`config.mk`:
```
export PLATFORM = sky130hd
export DESIGN_NAME = icache_flat
export DESIGN_NICKNAME = d
export VERILOG_FILES = /design/src/fetch_pkg.sv /design/src/mem_bus_pkg.sv /design/src/refill_if.sv /design/src/icache.sv /design/src/flat_wrapper.sv
export SDC_FILE = /design/constraint.sdc
export NUM_CORES = 2
export LEC_CHECK = 0
export BUFFER_PORTS_ARGS = -buffer_cell sky130_fd_sc_hd__buf_2
export CAP_MARGIN = 20
export CORE_ASPECT_RATIO = 2
export CORE_MARGIN = 10
export CORE_UTILIZATION = 46
export DETAILED_ROUTE_END_ITERATION = 8
export GPL_TIMING_DRIVEN = 0
export PLACE_DENSITY = 0.58
export SLEW_MARGIN = 20
export SYNTH_ARGS = -nofsm -noshare
export SYNTH_HDL_FRONTEND = slang
export SYNTH_MEMORY_MAX_BITS = 65536
export SYNTH_SLANG_ARGS = --single-unit
```
`constraint.sdc`:
```
create_clock -name clk -period 6.33 [get_ports clk]
set_input_delay 0.3165 -clock clk [delete_from_list [all_inputs] [get_ports clk]]
set_output_delay 0.3165 -clock clk [all_outputs]
set_load 0.03 [all_outputs]
```
`src/fetch_pkg.sv`:
```
`default_nettype none

package fetch_pkg;

  // core-side widths
  localparam int addr_w = 64;
  localparam int inst_w = 32;

  localparam int inst_bytes = inst_w / 8;  // pc step per instruction

  // first fetch after reset
  localparam logic [addr_w-1:0] reset_pc = 64'h0000_0000_8000_0000;

  localparam logic [inst_w-1:0] nop_inst = 32'h0000_0013;  // addi x0, x0, 0

  // icache geometry
  localparam int line_bytes = 32;
  localparam int num_lines  = 16;
  localparam int offset_w   = $clog2(line_bytes);
  localparam int index_w    = $clog2(num_lines);
  localparam int tag_w      = addr_w - index_w - offset_w;

endpackage

`default_nettype wire

```
`src/mem_bus_pkg.sv`:
```
`default_nettype none

package mem_bus_pkg;

  localparam int bus_data_w = 64;
  localparam int bus_id_w   = 4;

  // returned beats are steered by these read ids
  localparam logic [bus_id_w-1:0] fetch_id = 4'd1;
  localparam logic [bus_id_w-1:0] data_id  = 4'd2;

  localparam int burst_beats = 4;  // one icache line

  // icache line refill
  typedef enum logic [1:0] {
    refill_idle,
    refill_request,
    refill_fill,
    refill_done
  } refill_state_e;

  // read port owner
  typedef enum logic [1:0] {
    arb_idle,
    arb_fetch_busy,
    arb_data_busy
  } arb_state_e;

endpackage

`default_nettype wire

```
`src/refill_if.sv`:
```
`default_nettype none

interface refill_if;

  logic                               req;        // one cycle per line
  logic [fetch_pkg::addr_w-1:0]       line_addr;  // held until last
  logic                               beat_valid;
  logic [mem_bus_pkg::bus_data_w-1:0] beat_data;
  logic                               last;

  modport cache (
    output req,
    output line_addr,
    input  beat_valid,
    input  beat_data,
    input  last
  );

  modport arbiter (
    input  req,
    input  line_addr,
    output beat_valid,
    output beat_data,
    output last
  );

endinterface

`default_nettype wire

```
`src/icache.sv`:
```
`default_nettype none

module icache (
  input  logic                         clk,
  input  logic                         rst_n,
  input  logic [fetch_pkg::addr_w-1:0] pc,
  input  logic                         flush,
  output logic [fetch_pkg::inst_w-1:0] inst,
  output logic                         hit,
  refill_if.cache                      refill
);

  localparam int beats_per_line = fetch_pkg::line_bytes * 8 / mem_bus_pkg::bus_data_w;
  localparam int beat_w         = $clog2(mem_bus_pkg::burst_beats);
  localparam int beat_lsb       = $clog2(mem_bus_pkg::bus_data_w / 8);
  localparam int word_w         = $clog2(mem_bus_pkg::bus_data_w / fetch_pkg::inst_w);
  localparam int word_lsb       = $clog2(fetch_pkg::inst_bytes);

  // line storage
  logic [fetch_pkg::tag_w-1:0]        tag_q   [fetch_pkg::num_lines];
  logic [fetch_pkg::num_lines-1:0]    valid_q;
  logic [mem_bus_pkg::bus_data_w-1:0] data_q  [fetch_pkg::num_lines][beats_per_line];

  logic [fetch_pkg::index_w-1:0]      pc_index;
  logic [fetch_pkg::tag_w-1:0]        pc_tag;
  logic [beat_w-1:0]                  pc_beat;
  logic [word_w-1:0]                  pc_word;
  logic [mem_bus_pkg::bus_data_w-1:0] rd_beat;
  logic                               lookup_hit;

  mem_bus_pkg::refill_state_e         state_q;
  logic [fetch_pkg::addr_w-1:0]       fill_addr_q;
  logic [fetch_pkg::index_w-1:0]      fill_index;
  logic [beat_w-1:0]                  beat_cnt_q;

  assign pc_index = pc[fetch_pkg::offset_w +: fetch_pkg::index_w];
  assign pc_tag   = pc[fetch_pkg::addr_w-1 -: fetch_pkg::tag_w];
  assign pc_beat  = pc[beat_lsb +: beat_w];
  assign pc_word  = pc[word_lsb +: word_w];

  // combinational lookup of the current pc
  assign rd_beat    = data_q[pc_index][pc_beat];
  assign lookup_hit = valid_q[pc_index] && (tag_q[pc_index] == pc_tag);

  assign hit  = lookup_hit && !flush;  // stale path never delivers
  assign inst = hit ? rd_beat[pc_word*fetch_pkg::inst_w +: fetch_pkg::inst_w]
                    : fetch_pkg::nop_inst;

  assign fill_index       = fill_addr_q[fetch_pkg::offset_w +: fetch_pkg::index_w];
  assign refill.req       = (state_q == mem_bus_pkg::refill_request);
  assign refill.line_addr = fill_addr_q;

  always_ff @(posedge clk or negedge rst_n) begin
    if (!rst_n) begin
      state_q    <= mem_bus_pkg::refill_idle;
      beat_cnt_q <= '0;
      valid_q    <= '0;
    end else begin
      case (state_q)
        mem_bus_pkg::refill_idle: begin
          if (!lookup_hit) begin
            state_q <= mem_bus_pkg::refill_request;
          end
        end
        mem_bus_pkg::refill_request: begin
          valid_q[fill_index] <= 1'b0;  // line is being overwritten
          beat_cnt_q          <= '0;
          state_q             <= mem_bus_pkg::refill_fill;
        end
        mem_bus_pkg::refill_fill: begin
          if (refill.beat_valid) begin
            beat_cnt_q <= beat_cnt_q + 1'b1;
            if (refill.last) begin
              valid_q[fill_index] <= 1'b1;
              state_q             <= mem_bus_pkg::refill_done;
            end
          end
        end
        mem_bus_pkg::refill_done: begin
          state_q <= mem_bus_pkg::refill_idle;  // lookup hits in this cycle
        end
        default: begin
          state_q <= mem_bus_pkg::refill_idle;
        end
      endcase
    end
  end

  always_ff @(posedge clk) begin
    if ((state_q == mem_bus_pkg::refill_idle) && !lookup_hit) begin
      fill_addr_q <= {pc[fetch_pkg::addr_w-1:fetch_pkg::offset_w],
                      {fetch_pkg::offset_w{1'b0}}};
    end
    if (state_q == mem_bus_pkg::refill_request) begin
      tag_q[fill_index] <= fill_addr_q[fetch_pkg::addr_w-1 -: fetch_pkg::tag_w];
    end
    if ((state_q == mem_bus_pkg::refill_fill) && refill.beat_valid) begin
      data_q[fill_index][beat_cnt_q] <= refill.beat_data;  // beats come in order
    end
  end

endmodule

`default_nettype wire

```
`src/flat_wrapper.sv`:
```
// flat-port wrapper written by rule: the top's interface ports become plain ports
module icache_flat 
  (clk, rst_n, pc, flush, inst, hit, refill_req, refill_line_addr, refill_beat_valid, refill_beat_data, refill_last);
  refill_if refill_i ();
  input  logic clk;
  input  logic rst_n;
  input  logic [fetch_pkg::addr_w-1:0] pc;
  input  logic flush;
  output logic [fetch_pkg::inst_w-1:0] inst;
  output logic hit;
  output wire logic [$bits(refill_i.req)-1:0] refill_req;
  output wire logic [$bits(refill_i.line_addr)-1:0] refill_line_addr;
  input wire logic [$bits(refill_i.beat_valid)-1:0] refill_beat_valid;
  input wire logic [$bits(refill_i.beat_data)-1:0] refill_beat_data;
  input wire logic [$bits(refill_i.last)-1:0] refill_last;
  assign refill_req = refill_i.req;
  assign refill_line_addr = refill_i.line_addr;
  assign refill_i.beat_valid = refill_beat_valid;
  assign refill_i.beat_data = refill_beat_data;
  assign refill_i.last = refill_last;
  icache u_core (.clk(clk), .rst_n(rst_n), .pc(pc), .flush(flush), .inst(inst), .hit(hit), .refill(refill_i));
endmodule
```
---- Yosys cells after proc, flatten, opt, wreduce, memory -nomap -nowiden ----
Memory sizes are Yosys's and may differ from the RTL's.
Cells that the tools add are included.
word-level totals
  register bits after elaboration ......... 79
  bits in latches ......................... 0
  RAM bits ................................ 4976
  memory bits (read-only) ................. 0
  bits of input ports ..................... 133
  memories kept ........................... 2
memories
  memory         words  bits a word  read ports  clocked after memory_dff  wr ports  line          RTL
  u_core.data_q  16     256          1           0                         1         icache.sv:22  logic [mem_bus_pkg::bus_data_w-1:0] data_q [fetch_pkg::num_lines][beats_per_line];
  u_core.tag_q   16     55           1           0                         1         icache.sv:20  logic [fetch_pkg::tag_w-1:0] tag_q [fetch_pkg::num_lines];
operators by class
  $add $sub $neg .......................... 1
  multiply operators ...................... 0
  divide/modulo/power cells ............... 0
  $lt $le $gt $ge ......................... 6
  eq/ne operators ......................... 7
  shift operators ......................... 1
  multiplexer cells ....................... 23
  bitwise gates (word level) .............. 5
  reductions and logical operators ........ 13
operators by type and width
  operator                                                               number
  256-bit 2-to-1 mux                                                     1
  64-bit 2-to-1 mux                                                      3
  64-bit binary-select mux with 2-bit select                             1
  64-bit demux with 2-bit select                                         1
  64-bit by 7-bit indexed part select with 32-bit output                 1
  55-bit equality test                                                   1
  16-bit 2-to-1 mux                                                      2
  32-bit 2-to-1 mux                                                      1
  16-bit one-hot mux with 2 select lines                                 1
  16-bit bitwise AND                                                     1
  16-bit NOT                                                             1
  16-bit bitwise OR                                                      1
  4-bit by 5-bit < comparator with 1-bit output (second input constant)  2
  2-bit 2-to-1 mux                                                       4
  2-bit one-hot mux with 4 select lines                                  1
  3-bit >= comparator (second input constant)                            2
  1-bit logical AND                                                      6
  2-bit inequality test (second input constant)                          3
  2-bit NOT with 3-bit output                                            2
  3-bit AND reduction                                                    2
  1-bit 2-to-1 mux                                                       5
  1-bit binary-select mux with 4-bit select                              1
  1-bit demux with 4-bit select                                          1
  2-bit equality test (second input constant)                            2
  other kinds (9)                                                        10

---- Logic depth before layout (Yosys ltp) ----
  depth after elaboration ................. 8
  depth in mapped cells ................... 16
  depth with buffers taken out ............ 9

---- Least setup slack after synthesis ----
Ideal clock, no wire load.
  kind .................................... register -> register
  start point ............................. reg u_core.state_q[0]
  end point ............................... mem u_core.data_q[12][128] (netlist bit), enable pin
  setup time .............................. 487 ps
  arrival ................................. 4077 ps
  data required time ...................... 5843 ps
  setup slack ............................. 1766 ps
  cell stages (with the launch flop) ...... 8
  buffers on the path ..................... 2
  period minus slack after synthesis ...... 4564 ps
  path through ............................ dfrtp_1 > inv_1 > ha_1 > and2_0 > clkbuf_1 > nand2_1 > clkbuf_1 > nor2_1
between the ends
  longest elaborated chain between the ends .. 4
RTL lines
  item                                      line          RTL
  from (decl)                               icache.sv:31  mem_bus_pkg::refill_state_e state_q;
  from (signal assigned)                    icache.sv:55  state_q <= mem_bus_pkg::refill_idle;
  from (signal assigned)                    icache.sv:62  state_q <= mem_bus_pkg::refill_request;
  from (signal assigned)                    icache.sv:68  state_q <= mem_bus_pkg::refill_fill;
  2-bit equality test                       icache.sv:97  if ((state_q == mem_bus_pkg::refill_fill) && refill.beat_valid) begin
  1-bit logical AND                         icache.sv:97
  1-bit 2-to-1 mux                          icache.sv:97
  256-bit 2-to-1 mux (not written as such)  icache.sv:98  data_q[fill_index][beat_cnt_q] <= refill.beat_data;
  to (decl)                                 icache.sv:22
No other way between the ends.

---- Worst setup path after layout ----
  start point ............................. in pc[8] (netlist bit)
  end point ............................... out inst[18] (netlist bit)
between the ends
  longest elaborated chain between the ends .. 6
  elaborated cells on any way between the ends .. 12
  those cells by class .................... eq/ne (1); shift (1); mux (6); reduce/logical (2); memory (2)
RTL lines
  item                                                    line               RTL
  from (decl)                                             flat_wrapper.sv:7  input logic [fetch_pkg::addr_w-1:0] pc;
  memory read 16 x 256 bit                                --
  64-bit binary-select mux with 2-bit select              icache.sv:42       assign rd_beat = data_q[pc_index][pc_beat];
  64-bit 2-to-1 mux (not written as such) (2 in a row)    icache.sv:42
  64-bit by 7-bit indexed part select with 32-bit output  icache.sv:46       assign inst = hit ? rd_beat[pc_word*fetch_pkg::inst_w +: fetch_pkg::inst_w]
  32-bit 2-to-1 mux *                                     icache.sv:46
  to (decl)                                               flat_wrapper.sv:9  output logic [fetch_pkg::inst_w-1:0] inst;
Mark *: on every way between the ends. The rest lies on a longest branch, timed or not. The select of a mux whose other input is x is not followed.

==> results.txt <==
outcome -> finished with violations
failing checks -> setup timing
die width -> 479 um
grt total ovfl -> 0
GP Congestion -> 0.963
latest clock arrival within the worst-skew pair -> 1010 ps
Fmax -> 152 MHz
mux contribution to synthesized area -> 18.7%
Power Density -> 313 mW/mm2
H-tree Lvls -> 5
RSZ-0062 raised after global routing -> yes
Clock Path Buffers -> 4
DRT Wirelength -> 635 mm
max-cap viol count -> 0
final setup TNS -> -1120 ps
Synth Area in Simple Gates -> 0.743%
DRT Pass-1 Iters -> 6
Post-Layout Cell Count -> 14995
Vias per Instance -> 6.27
ANT nets after route -> 0
Die ar. -> 0.449 mm2
# setup viols final -> 12
drc violations -> 0
Initial Util -> 46.1%
Final Max Tran Viols -> 0
sequential-to-total area share from yosys stat -> 78.3%
Mapped Avg Cell Area -> 24.7 um2
Slowest cell on crit path -> buf_2
count of nets after finishing -> 9123
share of the synthesized area in compound gates (AO/OA/AOI/OAI) -> 0.710%
R2R Setup Slk -> 1660 ps
XOR/XNOR Fraction of Synth Area -> 0.303%
Critical Path AT -> 6260 ps
share of post-route cells with drive strength above 1 -> 34.3%
Final min period -> 6570 ps
Gate Count Post-Synth -> 7844
Placement Rows -> 337
Setup WS post-layout -> -242 ps
hold slack -> 53.1 ps
fillers -> 31359
Most common cell on crit path -> buf_2
Synth Warn # -> 0
Setup Fix Bufs, Post-CTS -> 0
Slew HR -> 18.1%
vias in the first global route -> 96781
Vias -> 93998
CTS Sinks -> 5055
All-Layer GR Usage -> 27.8%
Tightest Hold Check Type -> input pin to flip-flop
Area growth syn-to-layout -> 16.9%
Final Hold Fails -> 0
largest net degree at the start of global routing -> 65
I/O pin count -> 231
startpoint types -> input pin
Least-Margin Pin Slew -> 1230 ps
Reg clk slew, reported paths -> 70 ps
crit path kind -> input pin to output port
CP max stage delay -> 570 ps
maximum vdd drop -> 339 uV
delay-heaviest family, CP -> buffers and inverters
Root Buffer -> clkbuf_16
worst-path fanout max -> 10
Die H -> 938 um
Final Cycle Share -> 104%
leakage power -> 70.9 nW
wire per inst -> 42.3 um
Cell variety after synth -> 73
Crit. End Element -> output port
Detailed Place HPWL -> 447 mm
critical path, cell by cell -> buf_2 -> clkbuf_1 -> buf_2 -> buf_4 -> clkbuf_2 -> a21oi_1 -> o21ai_2 -> o2111ai_1 -> nor4_1 -> nand4_1 -> nand4bb_1 -> buf_2 -> buf_6 -> nor2_4 -> buf_2
commonest non-fill, non-tap cells in the layout -> edfxtp_1, mux4_2, clkbuf_16
Post-synth ARST share -> 0.396%
Core Footprint -> 0.420 mm2
most common cell after layout, fill and taps aside -> edfxtp_1
CTS tree -> built
EDFF count, synth -> 5035
DR iter-0 viols -> 10598
Critical Path RT -> 6010 ps
cts bufs inserted -> 421
first-pass GRT wire length -> 845 mm
adder-cell area share of the yosys netlist -> 0.0517%
largest family of logic cells by synthesized area -> multiplexers
Worst Clk Skew -> 46.7 ps
PortBufs -> 220
CP Buf/Inv Count -> 8
Top FF cell, synth -> edfxtp_1
flops & latches, synth -> 5055
Post-Place Cells -> 14040
initial antenna violation count -> 47
Mapped Area -> 0.194 mm2
-- report_power, final --
part           switching (mW)  internal [mW]
logic                    3.82           1.94
clock network            12.1           14.4
registers               0.658           38.0
-- final cells by class --
class | count | area, um2 | area share [%]
diodes | 81 | 203 | 0.0896
plain buffers | 411 | 2340 | 1.03
clock buffers | 518 | 11200 | 4.93
clock inverters | 244 | 2460 | 1.09
inverters | 19 | 71.3 | 0.0315
multi-input cells | 2361 | 40700 | 18.0
flip-flops and latches | 5055 | 152000 | 67.0
well taps | 5593 | 7000 | 3.09
repair buffers | 713 | 10700 | 4.73
-- synth_stat cells (5+ instances only) --
| library cell | instances | area (um2) |
|---|---|---|
| nor2_1 | 153 | 574 |
| buf_2 | 197 | 986 |
| nor3_1 | 8 | 40.0 |
| buf_1 | 59 | 221 |
| a22oi_1 | 38 | 285 |
| inv_1 | 16 | 60.1 |
| nand2b_1 | 6 | 37.5 |
| o21ai_0 | 20 | 100 |
| a211oi_1 | 7 | 52.6 |
| buf_4 | 29 | 218 |
| clkbuf_1 | 101 | 379 |
| nor2b_1 | 19 | 119 |
| mux2_2 | 25 | 282 |
| a211o_1 | 5 | 43.8 |
| mux4_1 | 9 | 236 |
| o22ai_1 | 17 | 106 |
| a21oi_1 | 22 | 110 |
| dfrtp_1 | 20 | 500 |
| mux4_2 | 1468 | 33100 |
| a31oi_1 | 10 | 62.6 |
| a221oi_1 | 16 | 140 |
| nor4_1 | 6 | 37.5 |
| mux2i_1 | 264 | 2640 |
| ha_1 | 8 | 100 |
| buf_6 | 20 | 225 |
| nand4_1 | 11 | 68.8 |
| nand2_1 | 79 | 297 |
| xor2_1 | 22 | 193 |
| xnor2_1 | 45 | 394 |
| a32oi_1 | 5 | 43.8 |
| edfxtp_1 | 5035 | 151000 |
| nand3_1 | 21 | 105 |
-- state kept, by name, indices dropped and copies added (netlist names), named ones only --
name and count:
u_core.data_q 4096, u_core.tag_q 880, u_core.refill.line_addr 59, u_core.beat_cnt_q 2, u_core.state_q 2
-- worst reg2reg max path, stage by stage, from the launching register on --
cell and delay, ps:
edfxtp_1 370, mux4_2 480, mux2i_1 590, o221ai_2 420, a21oi_1 990, o2111a_1 340, and3_1 270, nand2_1 90
o21a_4 410, buf_16 260
-- layer usage --
layer | GRT usage, % | routed length [um] | vias up
met2 | 49.5 | 334000 | 4915
met3 | 5.25 | 45100 | 1364
met1 | 29.6 | 199000 | 51425
met4 | 19.9 | 56400 | 10
li1 | - | - | 36284
met5 | 0 | 49 | -
-- metrics by stage --
stage | setup slack, ps | area [um2] | total power, mW | utilization (%)
CTS | 3.25 | 225000 | 71.2 | 53.6
global placement | -4290 | 202000 | 44.6 | 48.0
global route | -39.9 | 226000 | 72.6 | 53.8
detailed placement | -1260 | 211000 | 45.0 | 50.2
floorplan | 1770 | 194000 | 41.8 | -
finish | -242 | 226000 | 70.9 | 53.8
-- path summary, 6_finish.rpt --
| path | from | depth (start not counted) | to |
|---|---|---|---|
| max | pc[8] | 15 | inst[18] |
| min | refill_beat_data[13] | 1 | u_core.data_q[5][77] |
| max reg2reg | u_core.tag_q[1][2] | 9 | u_core.refill.line_addr[49] |
| min reg2reg | flip-flop | 1 | flip-flop |
| max in group asynchronous | rst_n | 3 | asynchronous set/reset pin |
| min in group asynchronous | rst_n | 3 | u_core.state_q[0] |
-- repair_timing --
action	4_1_cts	5_1_grt
hold buffers	63	49
gates cloned	0	0
hold endpoints to repair	88	2979
endpoints found under the setup margin	33	33
pin swaps	0	0
gates resized for setup	69	14
-- cell families after synthesis --
kind of cell,Yosys count
AO/OA/AOI/OAI,188
XOR/XNOR,67
adder cells (fa/ha/maj),8
buffers and inverters,432
flip-flops,5055
multiplexers,1767
other,1
AND/OR/NAND/NOR,326
Note: power is estimated with default switching activity, not from simulation.
