[src/fetch_pkg.sv]
`default_nettype none

package fetch_pkg;

  // core-side widths
  localparam int addr_w = 64;
  localparam int inst_w = 32;

  localparam int inst_bytes = inst_w / 8;  // pc step per instruction

  // first fetch after reset
  localparam logic [addr_w-1:0] reset_pc = 64'h0000_0000_8000_0000;

  localparam logic [inst_w-1:0] nop_inst = 32'h0000_0013;  // addi x0, x0, 0

  // icache geometry
  localparam int line_bytes = 32;
  localparam int num_lines  = 16;
  localparam int offset_w   = $clog2(line_bytes);
  localparam int index_w    = $clog2(num_lines);
  localparam int tag_w      = addr_w - index_w - offset_w;

endpackage

`default_nettype wire

[src/pc_gen.sv]
`default_nettype none

module pc_gen (
  input  logic                         clk,
  input  logic                         rst_n,
  input  logic                         advance,
  input  logic                         stall,
  input  logic                         redirect,
  input  logic [fetch_pkg::addr_w-1:0] redirect_pc,
  output logic [fetch_pkg::addr_w-1:0] pc,
  output logic                         flush
);

  localparam logic [fetch_pkg::addr_w-1:0] pc_step = fetch_pkg::inst_bytes;

  logic [fetch_pkg::addr_w-1:0] pc_next;

  always_comb begin
    pc_next = pc;
    if (redirect) begin
      pc_next = redirect_pc;  // wins over stall
    end else if (advance && !stall) begin
      pc_next = pc + pc_step;
    end
  end

  // flush covers the fetch of the old path still in flight
  always_ff @(posedge clk or negedge rst_n) begin
    if (!rst_n) begin
      pc    <= fetch_pkg::reset_pc;
      flush <= 1'b0;
    end else begin
      pc    <= pc_next;
      flush <= redirect;
    end
  end

endmodule

`default_nettype wire

[config.mk]
export PLATFORM = sky130hd
export DESIGN_NAME = pc_gen
export DESIGN_NICKNAME = d
export VERILOG_FILES = /design/src/fetch_pkg.sv /design/src/pc_gen.sv
export SDC_FILE = /design/constraint.sdc
export NUM_CORES = 1
export LEC_CHECK = 0
export ABC_CLOCK_PERIOD_IN_PS = 2700
export BUFFER_PORTS_ARGS = -buffer_cell sky130_fd_sc_hd__buf_2
export CAP_MARGIN = 15
export CELL_PAD_IN_SITES_DETAIL_PLACEMENT = 0
export CELL_PAD_IN_SITES_GLOBAL_PLACEMENT = 1
export CORE_ASPECT_RATIO = 0.5
export CORE_UTILIZATION = 33
export CTS_BUF_LIST = sky130_fd_sc_hd__clkbuf_4 sky130_fd_sc_hd__clkbuf_8 sky130_fd_sc_hd__clkbuf_16
export CTS_CLUSTER_SIZE = 40
export DETAILED_ROUTE_END_ITERATION = 8
export GPL_TIMING_DRIVEN = 0
export PLACE_DENSITY = 0.75
export SKIP_LAST_GASP = 1
export SLEW_MARGIN = 20
export SYNTH_ARGS = -nofsm -noshare
export SYNTH_HDL_FRONTEND = slang
export SYNTH_SLANG_ARGS = --single-unit
[constraint.sdc]
create_clock -name clk -period 2.7 [get_ports clk]
set_clock_uncertainty 0.2 [all_clocks]
set_input_delay 0.27 -clock clk [delete_from_list [all_inputs] [get_ports clk]]
set_output_delay 0.27 -clock clk [all_outputs]
set_load 0.05 [all_outputs]
---- After elaboration in Yosys (flattened, before gate mapping) ----
Index checks and enable logic that the tools add are counted.
cells by class
  mux-type cells .......................... 2
  $add $sub $neg .......................... 1
  reduce and logical (&&, ||, !) cells .... 3
operators with widths
  cell                     count
  $mux W64                 2
  $add A64 B3 Y64 const B  1
  $reduce_bool A2 Y1       1
  $logic_and A1 B1 Y1      1
  $logic_not A1 Y1         1
word-level totals
  output and inout port bits .............. 65
  logic and storage cells ................. 8
  flip-flop bits (word level) ............. 65

---- Longest topological paths before layout ----
Gate-level depths: netlist of the first run.
  depth after elaboration ................. 4
  depth in mapped cells ................... 7
  depth with buffers taken out ............ 6

---- Worst setup path after synthesis of the first run ----
No wires, ideal clock.
  path kind ............................... register to register
  from .................................... register pc[22] (netlist bit)
  to ...................................... register pc[62] (netlist bit)
  path buffers ............................ 0
  slack ................................... -0.200 ns
  required time ........................... 2.418 ns
  cell stages (with the launch flop) ...... 6
  clock period less this slack ............ 2.900 ns
  arrival time ............................ 2.618 ns
  cell sequence ........................... dfrtp_1 > nand4_2 > or4_4 > or4b_1 > or4_1 > a31oi_1
on the way
  cells in the longest elaborated chain, start to end .. 3
RTL lines
  element                   RTL line      RTL
  start: declaration        pc_gen.sv:10  output logic [fetch_pkg::addr_w-1:0] pc,
  start signal: assignment  pc_gen.sv:30  pc <= fetch_pkg::reset_pc;
  start signal: assignment  pc_gen.sv:33  pc <= pc_next;
  $add A64 B3 Y64           pc_gen.sv:23  pc_next = pc + pc_step;
  $mux W64                  pc_gen.sv:22  end else if (advance && !stall) begin
  $mux W64                  pc_gen.sv:20  if (redirect) begin
Every way passes these cells. The select of a mux whose other input is x is not followed.
A chain may end at the register's enable or synchronous reset.

---- Worst setup path in the final report of the first run ----
  from .................................... register pc[31] (netlist bit)
  to ...................................... register pc[62] (netlist bit)
The elaborated chain is that of the path after synthesis.

==> summary.md, run 1 <==
| Metric | Value |
|---|---|
| Via density | 5.154 |
| Die area | roughly 12000 um2 |
| Hold Crit Class | primary input to flop |
| EDFF count, synth | 0 |
| Post-Synth Simple-Gate Area | 33.14% |
| R2R Setup Slk | roughly 0.034 ns |
| Most frequent cell after synthesis | nand2_1 |
| Final Hold Viols | 0 |
| Post-layout util | 52.61% |
| Core area | 11220 um2 |
| Nature of the critical path endpoint | flop |
| Initial core utilization | 34.50% |
| Max_cap viols | 0 |
| Wire per inst | roughly 16 um |
| Clk root buf | clkbuf_16 |
| First-pass GRT wire length | 20960 um |
| Data required time at the worst endpoint | around 2.8 ns |
| CTS tree | done |
| # IOs | between 100 and 150 |
| Post-synth top area share | 41.38% |
| Final wirelength | between 10000 and 15000 um |
| Die span in x | ~160 um |
| Clock Latency Late Sink | 0.34 ns |
| # nets final | roughly 740 |
| Adder-cell area share of the yosys netlist | 0.3233% |
| Cells after DPL | 745 |
| Number of global-route vias before repair | a little under 4000 |
| CP Max Fanout | 4 |
| Drt first-iter violations | about 270 |
| Min-Delay Endpoint | pc[45] |
| Synth Instances | 452 |
| Syn-to-layout area delta | 52.47% |
| Final HPWL DP | about 9500 um |
| Drt drc | 0 |
| Reg-to-Reg End | pc[62] |
| Area leader, netlist | dfrtp_1 |
| GPL Wtd Cong | roughly 0.84 |
| R2R cell count | 5 |
| DR vias | 4309 |
| Slew HR | 60.23% |
| Final min period | 2.666 ns |
| Die Ht | 78.58 um |
| Peak supply drop | 0.0002455 V |
| Crit Path Category | flop to flop |
| RSZ-0062 raised after global routing | yes |
| Hold Path Depth | 3 |
| Post-synth ARST share | 100.0% |
| Core Rows | 27 |
| Status | complete, no violations |
| Fin crit share | 98.75% |
| Diodes inserted | 0 |
| Most used DFF post-synth | dfrtp_1 |
| Syn_nets | roughly 520 |
| Post-synth cell types | 47 |
| Synth Area in Compound Gates | 11.93% |
| Global-route usage over all layers | 22.61% |
| Total Power | 3.250 mW |
| Post-Layout Cell Count | 836 |
| Leak | 2.413 nW |
| Final Setup Violations | 0 |
| Pre-CTS WS | -0.3506 ns |
| CTS H-Tree Depth | 3 |
| Clk sinks | 65 |
| Main combinational cell family by area after synthesis | simple AND/OR/NAND/NOR gates |
| Post-synthesis sequential area ratio | 42.06% |
| Slack of the critical path | 0.03384 ns |
| Drt pass-1 iters | 5 |
| Initial antenna violation count | 0 |
| Share of post-route cells with drive strength above 1 | 32.35% |
| Post-Synth XOR/XNOR Area | 8.147% |
| Most common library cells after synthesis | nand2_1 (66), dfrtp_1 (64), o21ai_0 (47) |
| Max-slew violations | 0 |
| Startpoint Class | flop |
| Power Density | 550.8 nW/um2 |
| Worst Min Path Start | redirect_pc[45] |
| Netlist Area Pre-Place | 3870 um2 |
| Critical R2R Launch | pc[31] |
| #FFs+latches synth | 65 |
| Largest net degree at the start of global routing | 46 |
| Synth warn | 0 |
| Global route overflow | 0 |
| TritonCTS buffer count | 9 |
| Final ANT Viol Nets | 0 |
| Worst-margin pin slew | 0.5966 ns |
| Critical path arrival | ~2.7 ns |
| Mux contribution to synthesized area | 1.617% |
| Port bufs | between 100 and 150 |
| Fmax achieved | 375.1 MHz |
| Synth top area cells | dfrtp_1 (41%), nand2_1 (6.4%), o21ai_0 (6.1%) |
| Clock-pin slew on the worst setup and hold paths | 0.06 ns |
| Clock Path Buffers | 2 |
| Mean Syn Cell Area | ~8.6 um2 |
==> routing by layer <==
layer / up-vias / part of all wire, % / track usage, %
li1: 2107 / - / -
met1: 2053 / 47 / 31.94
met2: 141 / 45 / 34.28
met3: 8 / 7.5 / 5.798
met4: 0 / 0.57 / 5.347
met5: - / 0 / 0
==> per-stage QoR <==
| step | setup TNS (ns) | instance area, um2 | hold WS (ns) |
|---|---|---|---|
| 3_5_place_dp | -1.488 | 4810 | -0.01577 |
| 2_1_floorplan | 0 | 3915 | -0.2256 |
| 3_3_place_gp | -1.030 | 4780 | 0.2305 |
| 4_1_cts | -0.01759 | 5823 | 0.001152 |
| 5_1_grt | -0.1084 | 5901 | 0.0006235 |
| 6_report | 0 | 5901 | 0.008270 |
==> how the worst max path moves through the flow <==
stage | from | end | cells after the start
floorplan | pc[46] | pc[61] | 7
global placement | pc[10] | pc[48] | 5
detailed placement | pc[10] | pc[48] | 5
CTS | pc[11] | pc[48] | 5
global route | pc[31] | pc[62] | 5
finish | pc[31] | pc[62] | 5
==> where the power goes <==
| part | switching, mW | internal, mW |
|---|---|---|
| clock network | 0.428 | 0.768 |
| logic | 0.563 | 0.276 |
| registers | 0.138 | 1.08 |
==> final cells by class <==
class	instances	area [um2]
plain buffers	20	83.83
well taps	159	198.9
inverters	6	22.52
multi-input cells	359	2197
clock buffers	13	261.5
repair buffers	211	1424
flip-flops and latches	65	1673
clock inverters	3	40.04
fillers	1092	5315
==> sequential cells by signal, indices dropped and copies added, names as in the netlist <==
register	count
pc	64
flush	1
==> cell usage in the layout, fill, tap and decap left out, types with 7 or more instances in the layout <==
cell type / n
or3_1: 14
nor4_1: 7
clkbuf_16: 9
xor2_1: 15
nand2_1: 66
dlygate4sd3_1: 60
dfrtp_2: 33
buf_2: 132
nor3_1: 17
a31oi_1: 17
xnor2_1: 21
dfrtp_1: 31
buf_4: 18
clkbuf_1: 17
nor2_1: 23
o21ai_0: 47
nor2b_1: 7
nand3_1: 27
nand4_1: 22
or4_1: 13
and3_1: 7
==> critical path, cell delays in order (launching register included) <==
cell     delay, ns
dfstp_4       0.64
nand3_4       0.09
or4_4         0.57
or4b_4        0.52
or4_1         0.41
a31oi_1       0.17
==> timing repair <==
| action | in CTS | in global routing |
|---|---|---|
| pin swaps | 5 | 6 |
| hold buffers | 60 | 0 |
| endpoints found under the hold margin | 124 | 0 |
| buffers inserted | 10 | 7 |
| resized for setup | 6 | 7 |
| endpoints found under the setup margin | 14 | 14 |
==> kinds of logic (layout without fill, tap and decap cells) <==
kind of cell / count (synthesis) / after routing
adder cells (fa/ha/maj): 1 / 1
AO/OA/AOI/OAI: 80 / 80
flip-flops: 65 / 65
XOR/XNOR: 36 / 36
multiplexers: 6 / 6
AND/OR/NAND/NOR: 236 / 236
buffers and inverters: 28 / 253
Power figures use the tool's default switching activity.
==> run 2, diff against run 1 <==
--- a/config.mk
+++ b/config.mk
@@ -19,4 +19,4 @@
 export PLACE_DENSITY = 0.75
+export RECOVER_POWER = 25
 export SKIP_LAST_GASP = 1
-export SLEW_MARGIN = 20
 export SYNTH_ARGS = -nofsm -noshare
==> constraint.sdc (replaced) <==
create_clock -name clk -period 2.7 [get_ports clk]
set_clock_uncertainty 0.2 [all_clocks]
set_input_delay 0.135 -clock clk [delete_from_list [all_inputs] [get_ports clk]]
set_output_delay 0.135 -clock clk [all_outputs]
set_load 0.05 [all_outputs]
==> summary.md, run 2 (same netlist as run 1, synthesis figures left out) <==
| Metric | Value |
|---|---|
| Commonest non-fill, non-tap cell in the layout | buf_2 (unchanged) |
| Instance count on the critical path | 5 (unchanged) |
| First-pass GRT wire length | 21550 um (was 20960 um) |
| Critical path arrival | 2.72 ns (about the same) |
| Fin crit share | 98.78% (was 98.75%) |
| Final wirelength | 13550 um (was 13330 um) |
| Post-Layout Cell Count | 844 (was 836) |
| Final ANT Viol Nets | 0 (unchanged) |
| Global-route usage over all layers | 23.05% (was 22.61%) |
| Total Power | 3.300 mW (was 3.250 mW) |
| Die Ht | 78.58 um (unchanged) |
| Peak supply drop | 0.0002497 V (was 0.0002455 V) |
| Drt drc | 0 (unchanged) |
| Int Power | 2.158 mW (was 2.122 mW) |
| Largest net degree at the start of global routing | 66 (was 46) |
| Cells after DPL | 744 (was 745) |
| Core area | 11220 um2 (unchanged) |
| Most flops, register | pc (unchanged) |
| Die span in x | 155.2 um (unchanged) |
| Worst-margin pin slew | 1.710 ns (was 0.5966 ns) |
| Initial antenna violation count | 0 (unchanged) |
| Startpoint Class | flop (unchanged) |
| Commonest non-fill, non-tap cells in the layout | buf_2 (114), dlygate4sd3_1 (67), nand2_1 (66) (was buf_2 (132), nand2_1 (66), dlygate4sd3_1 (60)) |
| Top flop regs | pc x64, flush x1 (unchanged) |
| # IOs | 134 (unchanged) |
| Slew HR | -14.02% (was 60.23%) |
| Switching power | 1.143 mW (was 1.129 mW) |
| Clk root buf | clkbuf_16 (unchanged) |
| Nature of the critical path endpoint | flop (unchanged) |
| Post-Place Cell Area | 4782 um2 (was 4810 um2) |
| Data required time at the worst endpoint | 2.76 ns (about the same) |
| RSZ-0062 raised after global routing | yes (unchanged) |
| CTS tree | done (unchanged) |
| Die area | 12190 um2 (unchanged) |
| CTS H-Tree Depth | 3 (unchanged) |
| Clock-pin slew on the worst setup and hold paths | 0.06 ns (about the same) |
| Top delay family on crit path | simple AND/OR/NAND/NOR gates (unchanged) |
| Logic pwr share | 25.2% (was 25.8%) |
| Initial core utilization | 34.50% (unchanged) |
| R2R cell count | 5 (unchanged) |
| Hold Path Depth | 4 (was 3) |
| Syn-to-layout area delta | 53.67% (was 52.47%) |
| Worst path cell trace | nand3_4 > or4_4 > or4b_4 > or4_1 > a31oi_1 (unchanged) |
| Clock Path Buffers | 2 (unchanged) |
| Clock Latency Late Sink | 0.34 ns (about the same) |
| Clk sinks | 65 (unchanged) |
| TritonCTS buffer count | 9 (unchanged) |
| GPL Wtd Cong | 0.8431 (unchanged) |
| Status | complete, but fails checks (was complete, no violations) |
| Sequential cell fraction of total power | 36.9% (was 37.4%) |
| DR vias | 4368 (was 4309) |
| Slack of the critical path | 0.03304 ns (was 0.03384 ns) |
| Diodes inserted | 0 (unchanged) |
| Via density | 5.175 (was 5.154) |
| Wire per inst | 16.06 um (was 15.94 um) |
| Drt pass-1 iters | 5 (unchanged) |
| Clk network pwr share | 37.9% (was 36.8%) |
| Sw Ratio | 34.63% (was 34.72%) |
| Final Setup Violations | 0 (unchanged) |
| Final HPWL DP | 9337 um (was 9451 um) |
| Leak | 2.385 nW (was 2.413 nW) |
| Hold Crit Class | primary input to flop (unchanged) |
| Final min period | 2.667 ns (was 2.666 ns) |
| Share of post-route cells with drive strength above 1 | 29.20% (was 32.35%) |
| Drt first-iter violations | 225 (was 269) |
| Crit Path Category | flop to flop (unchanged) |
| Power Density | 555.0 nW/um2 (was 550.8 nW/um2) |
| Failing checks | max-capacitance violations, max-slew violations |
| Core Rows | 27 (unchanged) |
| Final Hold Viols | 0 (unchanged) |
| Crit path buf inv count | 0 (unchanged) |
| Max reg flops | 64 (unchanged) |
| Port bufs | 133 (unchanged) |
| Global route overflow | 0 (unchanged) |
| Pre-CTS WS | -0.3647 ns (was -0.3506 ns) |
| # nets final | 750 (was 742) |
| Design Area, Final | 5947 um2 (was 5901 um2) |
| Max-slew violations | 66 (was 0) |
| CP peak stage delay | 0.64 ns (about the same) |
| Fmax achieved | 375.0 MHz (was 375.1 MHz) |
| Max_cap viols | 1 (was 0) |
| Number of global-route vias before repair | 4159 (was 3979) |
| Critical-path top delay cell | dfstp_4 (unchanged) |
| CP Max Fanout | 4 (unchanged) |
## run 2: cell count changes in the layout (fill, tap and decap cells not counted)
cell           change
clkbuf_4           -1
buf_6              +1
clkinv_2           -1
clkbuf_1          +20
buf_2             -18
clkbuf_8           +2
dlygate4sd3_1      +7
buf_4              -1
buf_16             -1
## run 2: layout make-up
cell class                      count  area [um2]
Clock buffer                       14       281.5
Sequential cell                    65        1673
Inverter                            6       22.52
Timing Repair Buffer              218        1451
Tap cell                          159       198.9
Buffer                             21       87.58
Multi-Input combinational cell    359        2197
Clock inverter                      2       35.03
Fill cell                        1080        5269
## run 2: path summary, 6_finish.rpt
path,startpoint,slack (ns),endpoint
hold reg to reg,pc[1],0.31,pc[1]
min in group asynchronous,rst_n,0.59,pc[14]
hold / removal,advance,0.1,pc[2]
max in group asynchronous,rst_n,0.56,pc[40]
setup / recovery,pc[31],0.03,pc[62]
setup reg to reg,pc[31],0.03,pc[62]
## run 2: timing repair
action | CTS | global route
setup buffers | 6 | 12
endpoints found under the hold margin | 129 | 0
gates resized for setup | 6 | 9
pin swaps | 5 | 9
hold buffers | 67 | 0
endpoints found under the setup margin | 12 | 13
## run 2: tightest hold or removal path: stages
cell	delay, ns
buf_2	0.10
nor2b_1	0.16
xnor2_1	0.13
o21ai_0	0.06
## run 2: power by group through the flow
stage	Clock, mW	Sequential, mW	Combinational (mW)
6_report	1.25	1.22	0.833
5_1_grt	1.32	1.24	0.891
4_1_cts	1.27	1.22	0.834
3_5_place_dp	0	1.23	0.755
3_3_place_gp	0	1.23	0.749
2_1_floorplan	0	1.53	0.200
## run 2: metal layers
layer / up-vias / share of wire [%] / track usage [%]
met5: - / 0 / 0
met4: 0 / 1.1 / 5.644
met3: 16 / 6.5 / 6.847
met2: 123 / 45 / 36.44
met1: 2100 / 48 / 30.77
li1: 2129 / - / -
## run 2: stage by stage
step | hold WS, ns | setup TNS (ns) | util [%]
after floorplan | -0.3606 | 0 | -
after global placement | 0.09548 | -1.030 | 42.61
after detailed placement | 0.09525 | -1.423 | 42.64
after CTS | 0.09304 | -0.03053 | 52.16
after global routing | 0.1168 | -0.07957 | 53.02
final | 0.09967 | 0 | 53.02
==> run 3, diff against run 2 <==
PLACE_DENSITY = 0.73   (was 0.75)
==> summary.md, run 3 (same netlist as run 1, synthesis figures left out) <==
| Metric | Value |
|---|---|
| Core area | 11220 um2 (unchanged) |
| Clock-pin slew on the worst setup and hold paths | 0.06 ns (about the same) |
| Slack of the critical path | 0.03399 ns (was 0.03304 ns) |
| Die span in x | 155.2 um (unchanged) |
| Diodes inserted | 0 (unchanged) |
| Logic pwr share | 25.9% (was 25.2%) |
| Share of post-route cells with drive strength above 1 | 27.76% (was 29.20%) |
| CTS tree | done (unchanged) |
| Seq. cell area | 1673 um2 (unchanged) |
| RSZ-0062 raised after global routing | yes (unchanged) |
| Max-slew violations | 66 (unchanged) |
| Reg-to-Reg End | pc[62] (unchanged) |
| WHS | 0.09693 ns (was 0.09967 ns) |
| Sequential cell fraction of total power | 37.6% (was 36.9%) |
| Slew HR | -14.13% (was -14.02%) |
| Global route overflow | 0 (unchanged) |
| Number of global-route vias before repair | 4064 (was 4159) |
| Clk network pwr share | 36.5% (was 37.9%) |
| DR vias | 4315 (was 4368) |
| Commonest non-fill, non-tap cell in the layout | buf_2 (unchanged) |
| Critical path arrival | 2.72 ns (about the same) |
| Worst-margin pin slew | 1.712 ns (was 1.710 ns) |
| Clock Path Buffers | 2 (unchanged) |
| Final ANT Viol Nets | 0 (unchanged) |
| Max_cap viols | 1 (unchanged) |
| TritonCTS buffer count | 9 (unchanged) |
| Int Power | 2.084 mW (was 2.158 mW) |
| Failing checks | max-capacitance violations, max-slew violations (unchanged) |
| # fillers | 1124 (was 1080) |
| Data required time at the worst endpoint | 2.76 ns (about the same) |
| Critical R2R Launch | pc[31] (unchanged) |
| Final HPWL DP | 9340 um (was 9337 um) |
| Most flops, register | pc (unchanged) |
| Drt drc | 0 (unchanged) |
| GPL Wtd Cong | 0.8150 (was 0.8431) |
| Die area | 12190 um2 (unchanged) |
| Design Area, Final | 5928 um2 (was 5947 um2) |
| Max reg flops | 64 (unchanged) |
| Final Setup Violations | 0 (unchanged) |
| Cells after DPL | 744 (unchanged) |
| CP Max Fanout | 7 (was 4) |
| Worst Min Path Start | advance (unchanged) |
| Hold Crit Class | primary input to flop (unchanged) |
| Fin crit share | 98.74% (was 98.78%) |
| Wire per inst | 15.88 um (was 16.06 um) |
| Post-Place Cell Area | 4782 um2 (unchanged) |
| # IOs | 134 (unchanged) |
| Fmax achieved | 375.1 MHz (was 375.0 MHz) |
| Startpoint Class | flop (unchanged) |
| Final Hold Viols | 0 (unchanged) |
| Die Ht | 78.58 um (unchanged) |
| Post-Layout Cell Count | 847 (was 844) |
| Leak | 2.328 nW (was 2.385 nW) |
| Pre-CTS WS | -0.2642 ns (was -0.3647 ns) |
| Initial core utilization | 34.50% (unchanged) |
| Crit Path Category | flop to flop (unchanged) |
| Clock Latency Late Sink | 0.34 ns (about the same) |
| Global-route usage over all layers | 22.61% (was 23.05%) |
| Min-Delay Endpoint | pc[2] (unchanged) |
| Final min period | 2.666 ns (was 2.667 ns) |
| Commonest non-fill, non-tap cells in the layout | buf_2 (99), dlygate4sd3_1 (67), nand2_1 (66) (was buf_2 (114), dlygate4sd3_1 (67), nand2_1 (66)) |
| Post-layout util | 52.86% (was 53.02%) |
| Drt pass-1 iters | 4 (was 5) |
| Clk root buf | clkbuf_16 (unchanged) |
| Syn-to-layout area delta | 53.18% (was 53.67%) |
| Initial antenna violation count | 0 (unchanged) |
| First-pass GRT wire length | 21160 um (was 21550 um) |
| Hold Path Depth | 4 (unchanged) |
| Via density | 5.094 (was 5.175) |
| Final wirelength | 13450 um (was 13550 um) |
| Largest net degree at the start of global routing | 66 (unchanged) |
| Clk sinks | 65 (unchanged) |
| R2R Setup Slk | 0.03 ns (about the same) |
| Multi-input logic area | 2187 um2 (was 2197 um2) |
| Power Density | 546.1 nW/um2 (was 555.0 nW/um2) |
| Switching power | 1.153 mW (was 1.143 mW) |
| Peak supply drop | 0.0002454 V (was 0.0002497 V) |
| Port bufs | 133 (unchanged) |
| Core Rows | 27 (unchanged) |
| # nets final | 753 (was 750) |
| Sw Ratio | 35.63% (was 34.63%) |
| Top flop regs | pc x64, flush x1 (unchanged) |
| Status | complete, but fails checks (unchanged) |
| R2R cell count | 5 (unchanged) |
| Nature of the critical path endpoint | flop (unchanged) |
| Drt first-iter violations | 231 (was 225) |
| CTS H-Tree Depth | 3 (unchanged) |
run 3: how the worst max path moves through the flow:
stage / start / to / slack, ns
finish: pc[31] / pc[62] / 0.03
global route: pc[31] / pc[62] / -0.006
CTS: pc[31] / pc[62] / -0.005
detailed placement: pc[10] / pc[48] / -0.26
global placement: pc[31] / pc[48] / -0.23
floorplan: pc[46] / pc[61] / 0.004
run 3: area by class of cell:
class | count | share of cell area (%)
plain buffers | 19 | 1.393
clock buffers | 10 | 4.031
clock inverters | 6 | 0.9709
inverters | 6 | 0.3799
multi-input cells | 359 | 36.89
flip-flops and latches | 65 | 28.22
well taps | 159 | 3.356
repair buffers | 223 | 24.76
run 3: layer usage:
layer	GRT usage, %	part of all wire, %	vias up
li1	-	-	2127
met1	31.99	50	2060
met2	35.18	45	116
met3	4.473	4.6	12
met4	5.545	0.94	0
met5	0	0	-
run 3: stage by stage:
step | power [mW] | TNS, ns
5_1_grt | 3.389 | -0.006494
2_1_floorplan | 1.728 | 0
6_report | 3.237 | 0
4_1_cts | 3.264 | -0.004759
3_3_place_gp | 1.977 | -0.7302
3_5_place_dp | 1.986 | -0.8278
run 3: critical path, stage by stage, from the launching register on:
cell and delay, ns:
dfstp_4 0.62, nand3_4 0.10, or4_4 0.57, or4b_4 0.51, or4_1 0.41, a31oi_1 0.17
run 3: power by group through the flow:
stage	registers [mW]	logic [mW]	clock network, mW
6_report	1.22	0.837	1.18
5_1_grt	1.24	0.899	1.25
4_1_cts	1.21	0.839	1.21
3_5_place_dp	1.23	0.756	0
3_3_place_gp	1.23	0.749	0
2_1_floorplan	1.53	0.200	0
run 3: what timing repair did:
action / 4_1_cts / 5_1_grt
gates cloned: 0 / 0
setup buffers: 8 / 15
pin swaps: 4 / 7
hold buffers: 67 / 0
setup endpoints to repair: 14 / 13
resized for setup: 5 / 10
endpoints found under the hold margin: 129 / 0
